<file path="config.mk">
export PLATFORM = sky130hd
export DESIGN_NAME = rs_issue_ctrl
export DESIGN_NICKNAME = d
export VERILOG_FILES = /design/src/common/rs_types_pkg.sv /design/src/rs_branch/rs_issue_ctrl.sv
export VERILOG_INCLUDE_DIRS = /design/src /design/src/common
export SDC_FILE = /design/constraint.sdc
export NUM_CORES = 1
export LEC_CHECK = 0
export ABC_AREA = 1
export ABC_CLOCK_PERIOD_IN_PS = 13700
export BUFFER_PORTS_ARGS = -buffer_cell sky130_fd_sc_hd__buf_2
export CORE_AREA = 2 2 148 150
export CTS_BUF_LIST = sky130_fd_sc_hd__clkbuf_8
export DETAILED_ROUTE_END_ITERATION = 6
export DIE_AREA = 0 0 150 152
export GPL_TIMING_DRIVEN = 0
export PLACE_DENSITY = 0.55
export SETUP_SLACK_MARGIN = 0.15
export SYNTH_ARGS = -nofsm -noshare
export SYNTH_HDL_FRONTEND = slang
export SYNTH_SLANG_ARGS = --single-unit
</file>
<file path="constraint.sdc">
create_clock -name clk -period 13.7 [get_ports clk]
set_input_delay 2.055 -clock clk [delete_from_list [all_inputs] [get_ports clk]]
set_output_delay 2.055 -clock clk [all_outputs]
set_load 0.01 [all_outputs]
</file>
<file path="src/common/rs_defines.svh">
`ifndef RS_DEFINES_SVH
`define RS_DEFINES_SVH

// queue entries, keep a power of two
`define RS_DEPTH 16

// physical register tag
`define TAG_W 8

// data and pc width
`define XLEN 32

// alu, mul, div, load, branch return
`define NUM_RESULT_BUSES 5

`endif
</file>
<file path="src/common/rs_types_pkg.sv">
`include "rs_defines.svh"

package rs_types_pkg;

    typedef struct packed {
        logic [`TAG_W-1:0] tag;
        logic [`XLEN-1:0]  data;
        logic              ready;
    } operand_t;

    // one branch or jump as it leaves rename
    typedef struct packed {
        logic [31:0]       inst_num;
        logic [`XLEN-1:0]  pc;
        logic [`TAG_W-1:0] rd;
        logic              jump;
        logic              branch;
        logic [2:0]        funct3;
        logic [31:0]       imm;
        logic              pred_taken;
        logic              btb_hit;
        operand_t          op1;
        operand_t          op2;
    } br_dispatch_t;

    // what the branch unit needs, tags and flags dropped
    typedef struct packed {
        logic [31:0]       inst_num;
        logic [`XLEN-1:0]  pc;
        logic [`TAG_W-1:0] rd;
        logic              jump;
        logic              branch;
        logic [2:0]        funct3;
        logic [31:0]       imm;
        logic              pred_taken;
        logic              btb_hit;
        logic [`XLEN-1:0]  op1_data;
        logic [`XLEN-1:0]  op2_data;
    } br_issue_t;

endpackage

</file>
<file path="src/rs_branch/rs_issue_ctrl.sv">
`timescale 1ns/1ns
`include "rs_defines.svh"

module rs_issue_ctrl (
    input  logic                         clk,
    input  logic                         reset,
    input  logic                         dispatch_valid,
    input  logic [`RS_DEPTH-1:0]         entry_ready,
    input  rs_types_pkg::br_issue_t      head_payload,
    output logic [$clog2(`RS_DEPTH)-1:0] tail_ptr,
    output logic [$clog2(`RS_DEPTH)-1:0] head_ptr,
    output logic                         issue_fire,
    output logic                         issue_valid,
    output rs_types_pkg::br_issue_t      issue
);
    import rs_types_pkg::*;

    localparam int IDX_W = $clog2(`RS_DEPTH);

    // top bit is the wrap flag
    logic [IDX_W:0] head_q;
    logic [IDX_W:0] tail_q;
    logic           empty;

    assign tail_ptr = tail_q[IDX_W-1:0];
    assign head_ptr = head_q[IDX_W-1:0];
    assign empty    = (head_q == tail_q);

    // strictly in order, only the head may go
    assign issue_fire = !empty && entry_ready[head_ptr];

    always_ff @(posedge clk) begin
        if (reset) begin
            head_q      <= '0;
            tail_q      <= '0;
            issue_valid <= 1'b0;
        end else begin
            issue_valid <= issue_fire;
            if (dispatch_valid) tail_q <= tail_q + 1'b1;
            if (issue_fire) head_q <= head_q + 1'b1;
        end
    end

    always_ff @(posedge clk) begin
        if (issue_fire) issue <= head_payload;   // held until next issue
    end

    // wrap bit scheme only works when the pointers span the whole queue
    initial begin
        if ((1 << IDX_W) != `RS_DEPTH) begin
            $error("rs_issue_ctrl: RS_DEPTH must be a power of two");
        end
    end

endmodule

</file>
* Word level (Yosys, flattened, before mapping)
Cells that the tools add are included.
** Word-level totals
- Bits in registers :: 186
- Bits in latches :: 0
- Bits in writable memories :: 0
- ROM bits :: 0
- Output and inout bits :: 185
- Word-level logic and storage cells :: 22
- Memories :: 0
** Cells by class
- Add/sub/neg operators :: 2
- Multiply operators :: 0
- Divide/modulo/power cells :: 0
- Order comparisons :: 1
- Eq/ne operators :: 1
- Shift operators :: 0
- Mux-type cells :: 2
- Bitwise operators :: 0
- Reductions and logical operators :: 2
** Operator list (number)
- adder 5 x 1 -> 5 bit (second input constant) :: 2
- equality test 5 bit :: 1
- less-than comparator 4 x 5 -> 1 bit (second input constant) :: 1
- binary-select mux 1 bit (select 4 bit) :: 1
- logical AND 1 bit :: 1
- zero test 1 bit :: 1
- 2-to-1 mux 1 bit :: 1

* Logic depth before layout (Yosys ltp)
- Word-level depth :: 3
- Gate-level depth with buffers :: 13
- Depth with buffers taken out :: 12

* Worst setup path before layout
OpenSTA, ideal clock, no wires.
- Path type :: in2out
- From :: input entry_ready[13]
- To :: output issue_fire
- Arrival :: 6922 ps
- Data required time :: 11645 ps
- Setup slack :: 4723 ps
- Stages on the path :: 6
- Path buffers :: 0
- Cell sequence :: nand2_1 nand3_1 nand3_1 nand3_1 nand2_1 nor2_2
** Between the ends
- Longest elaborated chain between the ends :: 3
** RTL lines
- from (decl) :: line rs_issue_ctrl.sv:8 : input logic [`RS_DEPTH-1:0] entry_ready,
- binary-select mux 1 bit (select 4 bit) :: line rs_issue_ctrl.sv:30 : assign issue_fire = !empty && entry_ready[head_ptr];
- 2-to-1 mux 1 bit (not written as such) :: line rs_issue_ctrl.sv:30
- logical AND 1 bit :: line rs_issue_ctrl.sv:30
- to (decl) :: line rs_issue_ctrl.sv:12 : output logic issue_fire,
No other way between the ends. The select of a mux whose other input is x is not followed.

* Final worst setup path
- From :: input entry_ready[1]
- To :: output issue_fire
Same word-level chain as after synthesis.

==> parameters.txt <==
Parameter                              Value

Outcome
  Status    completed

Clocking
  H-tree depth    4
  Count of hold-fix buffers inserted at cts    0
  Number of buffers inserted to repair setup after CTS    0
  Post-CTS sizing    0
  Clock tree root driver cell    sky130_fd_sc_hd__clkbuf_8
  Clock Sinks    roughly 190
  TritonCTS clock tree    built
  Number of buffers between clock root and the deepest sink    2
  Clock transition at the registers of the reported paths    0.10 ns
  Num CTS Buffers    17
  Clock latency at the later pin of the worst-skew pair    approximately 0.45 ns

Worst setup path
  Standard cell with the maximum stage delay on the critical path    sky130_fd_sc_hd__nor2_4
  Capturing element type of the critical path    primary output
  Critical Path, Cell by Cell    buf_2 > nand2_1 > nand3_1 > nand4_1 > nand3_1 > nand2_1 > nor2_4 > buf_12 > buf_2
  Crit path buf inv count    3
  Largest delay contributor family on the critical path    simple AND/OR/NAND/NOR gates
  FF-to-FF path depth    11
  Category of the most critical setup path    in -> out
  CP Launch Type    primary input
  Crit path arrival time    roughly 3.7 ns
  Worst-path fanout max    27
  Slowest Stage Delay on Critical Path    0.61 ns
  Critical path depth in cells    9
  Required time worst endpoint    11.64 ns

Global routing
  Vias in the first global route    roughly 4,300
  Largest net degree at the start of global routing    36
  First-pass GRT wire length    24,800 microns
  Antenna violations before repair    0
  Global-route usage over all layers    14.8%
  GR Overflow Total    0

Timing
  Worst Skew    0.0106 ns
  Tightest Pin Transition    0.795 ns
  RSZ-0062 raised after global routing    false
  Period utilization    41.7%
  Highest achievable clock rate    0.175 GHz
  Number of failing setup endpoints in the final timing report    0
  Slew Viols, Final    0
  Hold violation count in the final report    0
  Final worst-path setup slack    7.98 ns
  Relative slew slack    46.9%
  Tmin final    around 5.7 ns
  Aggregate negative setup slack    0 ns

Place
  Placed cell areas    8560 sq um
  Detail Placement HPWL    13,400 microns
  Worst slack at placement    around 8.0 ns
  Quantity of I/O buffers inserted on ports    378
  Final weighted congestion of routability-driven global placement    0.819

Yosys
  Sequential-to-total area share from yosys stat    between 80% and 90%
  EDFF count, synth    175
  Main synth FF type    sky130_fd_sc_hd__edfxtp_1
  Area fraction of the dominant cell type after synthesis    about 85%
  Dominant cell type by area after synthesis    sky130_fd_sc_hd__edfxtp_1
  Largest cells by area after synthesis    sky130_fd_sc_hd__edfxtp_1, sky130_fd_sc_hd__dfxtp_1, sky130_fd_sc_hd__nand2_1
  Register bit total from synthesis    186
  Yosys Warn Count    0
  Async set-or-reset flop fraction in the synthesized netlist    0%
  Count of unique library cells instantiated by Yosys    25
  Net Count, Synth    around 530
  Synthesized area divided by synthesized cell count    ~18 sq um
  Post-Synthesis Cells    336
  Cell area after synthesis    6210 sq um

Routing
  Via Count    4,246
  Top routing layer used    met4
  First-pass detailed-route iteration total    4
  Residual DRC count    0
  Routed WL per cell    approximately 17 microns
  Detail-routed via count per cell    4.12
  DRC violation total after the first TritonRoute iteration    271
  Met3 Wirelength    1420 microns
  Length of routed met2 wiring    9120 microns
  Residual antenna-violating net count after detailed routing    0
  Post-Route M1 WL    6490 microns
  Overall routed net length    17,300 microns

Die
  Number of standard-cell rows in the floorplan    54
  Area inside the core boundary    approximately 21,000 sq um
  Chip height    around 150 microns
  Die ar.    about 23,000 sq um
  Die X    150 microns
  Initial cell density of the core    between 20% and 30%
  I/O pin total    379

Power
  Leakage power    3.90 nW
  Ratio of total power to cell area    241 nW/um^2
  Overall power of the completed layout    roughly 2.1 mW
  Worst ir drop on vdd    about 0.074 mV

Cells and area
  Area of all placed cells without fillers    8930 sq um
  Count of filler cells inserted in the layout    2,054
  Fraction of final layout cells sized beyond drive strength 1    between 50% and 60%
  Area growth from synthesis to layout    43.8%
  Final core area utilization    41.8%
  # nets final    934
  Antenna cells    0

Flow run
  Max capacitance violation total    0

Hold path
  Class of the tightest hold or removal check    reg -> reg
  Cells on Worst Hold Path    1
registers in the layout, indices dropped and copies added, names as in the netlist:
signal       count
tail_q           5
issue          175
head_q           5
issue_valid      1
metrics by stage:
stage,instances,hold WS [ns]
finish,1030,0.482
global placement,994,0.458
CTS,1030,0.486
floorplan,336,0.443
detailed placement,999,0.464
global route,1030,0.536
logic make-up (layout without fill, tap and decap cells):
logic type	Yosys count	after routing	share of synthesized area (%)
AO/OA/AOI/OAI	10	10	0.866
XOR/XNOR	2	2	0.282
adder cells (fa/ha/maj)	2	2	0.403
buffers and inverters	31	445	2.74
flip-flops	186	186	88.2
AND/OR/NAND/NOR	105	105	7.54
layout by cell type (no fill, tap or decap):
master and instances:
sky130_fd_sc_hd__inv_8 3, sky130_fd_sc_hd__buf_2 379, sky130_fd_sc_hd__clkinv_4 2, sky130_fd_sc_hd__nand2_2 2
sky130_fd_sc_hd__inv_1 15, sky130_fd_sc_hd__nor2_2 2, sky130_fd_sc_hd__a21oi_1 5, sky130_fd_sc_hd__a21o_1 1
sky130_fd_sc_hd__nand3_4 1, sky130_fd_sc_hd__nor4_1 1, sky130_fd_sc_hd__ha_1 2, sky130_fd_sc_hd__buf_12 5
sky130_fd_sc_hd__clkinv_8 2, sky130_fd_sc_hd__inv_2 4, sky130_fd_sc_hd__a31oi_1 1, sky130_fd_sc_hd__nor3_1 1
sky130_fd_sc_hd__nor2_4 2, sky130_fd_sc_hd__dfxtp_1 11, sky130_fd_sc_hd__nand2_1 53, sky130_fd_sc_hd__buf_6 1
sky130_fd_sc_hd__clkinv_2 1, sky130_fd_sc_hd__inv_6 3, sky130_fd_sc_hd__edfxtp_1 175, sky130_fd_sc_hd__nand3_1 25
sky130_fd_sc_hd__xor2_1 1, sky130_fd_sc_hd__xnor2_1 1, sky130_fd_sc_hd__nand4_1 2, sky130_fd_sc_hd__clkinvlp_4 3
sky130_fd_sc_hd__buf_8 1, sky130_fd_sc_hd__buf_4 9, sky130_fd_sc_hd__o21ai_0 3, sky130_fd_sc_hd__clkbuf_8 17
sky130_fd_sc_hd__nor2_1 16
path summary, 6_finish.rpt:
path | start | to | slack (ns)
max | entry_ready[1] | issue_fire | 7.98
min | tail_q[4] | tail_q[4] | 0.48
max reg2reg | head_q[0] | issue[154] | 10.86
min reg2reg | tail_q[4] | tail_q[4] | 0.48
where the power goes:
group / total, mW / internal [mW] / switching [mW] / leakage (nW)
logic: 0.756 / 0.267 / 0.489 / 1.97
clock network: 0.351 / 0.133 / 0.218 / 0.180
registers: 1.04 / 0.975 / 0.0657 / 1.75
total: 2.15 / 1.38 / 0.773 / 3.90
Yosys cell counts (2+ instances only):
cell type / number
sky130_fd_sc_hd__edfxtp_1: 175
sky130_fd_sc_hd__nand2_1: 53
sky130_fd_sc_hd__nand3_1: 25
sky130_fd_sc_hd__nor2_1: 16
sky130_fd_sc_hd__inv_1: 15
sky130_fd_sc_hd__dfxtp_1: 11
sky130_fd_sc_hd__buf_4: 9
sky130_fd_sc_hd__a21oi_1: 5
sky130_fd_sc_hd__inv_2: 4
sky130_fd_sc_hd__nor2_2: 3
sky130_fd_sc_hd__o21ai_0: 3
sky130_fd_sc_hd__ha_1: 2
sky130_fd_sc_hd__nand2_2: 2
sky130_fd_sc_hd__nand4_1: 2
metal layers:
metal | up-vias | track usage (%)
met4 | 0 | 4.90
met3 | 18 | 4.77
met5 | - | 0
met2 | 193 | 26.3
met1 | 2017 | 16.8
li1 | 2018 | -
worst register-to-register path: stages (launching register included):
cell and delay, ns:
sky130_fd_sc_hd__dfxtp_1 0.40, sky130_fd_sc_hd__buf_6 0.16, sky130_fd_sc_hd__buf_8 0.14, sky130_fd_sc_hd__nand2_1 0.07, sky130_fd_sc_hd__nand3_1 0.09, sky130_fd_sc_hd__nand4_1 0.09, sky130_fd_sc_hd__nand3_1 0.11, sky130_fd_sc_hd__nand2_1 0.09
sky130_fd_sc_hd__nor2_4 0.61, sky130_fd_sc_hd__buf_12 0.29, sky130_fd_sc_hd__buf_12 0.24, sky130_fd_sc_hd__buf_12 0.24
layout make-up:
type                            count  area, sq um  area share (%)
Sequential cell                   186         5480            61.3
Multi-Input combinational cell    119          569            6.38
Inverter                           19         71.3           0.799
Buffer                             12         98.8            1.11
Timing Repair Buffer              383         1990            22.3
Clock inverter                     14          138            1.54
Clock buffer                       17          234            2.62
Tap cell                          280          350            3.92
Note: power is estimated with default switching activity, not from simulation.
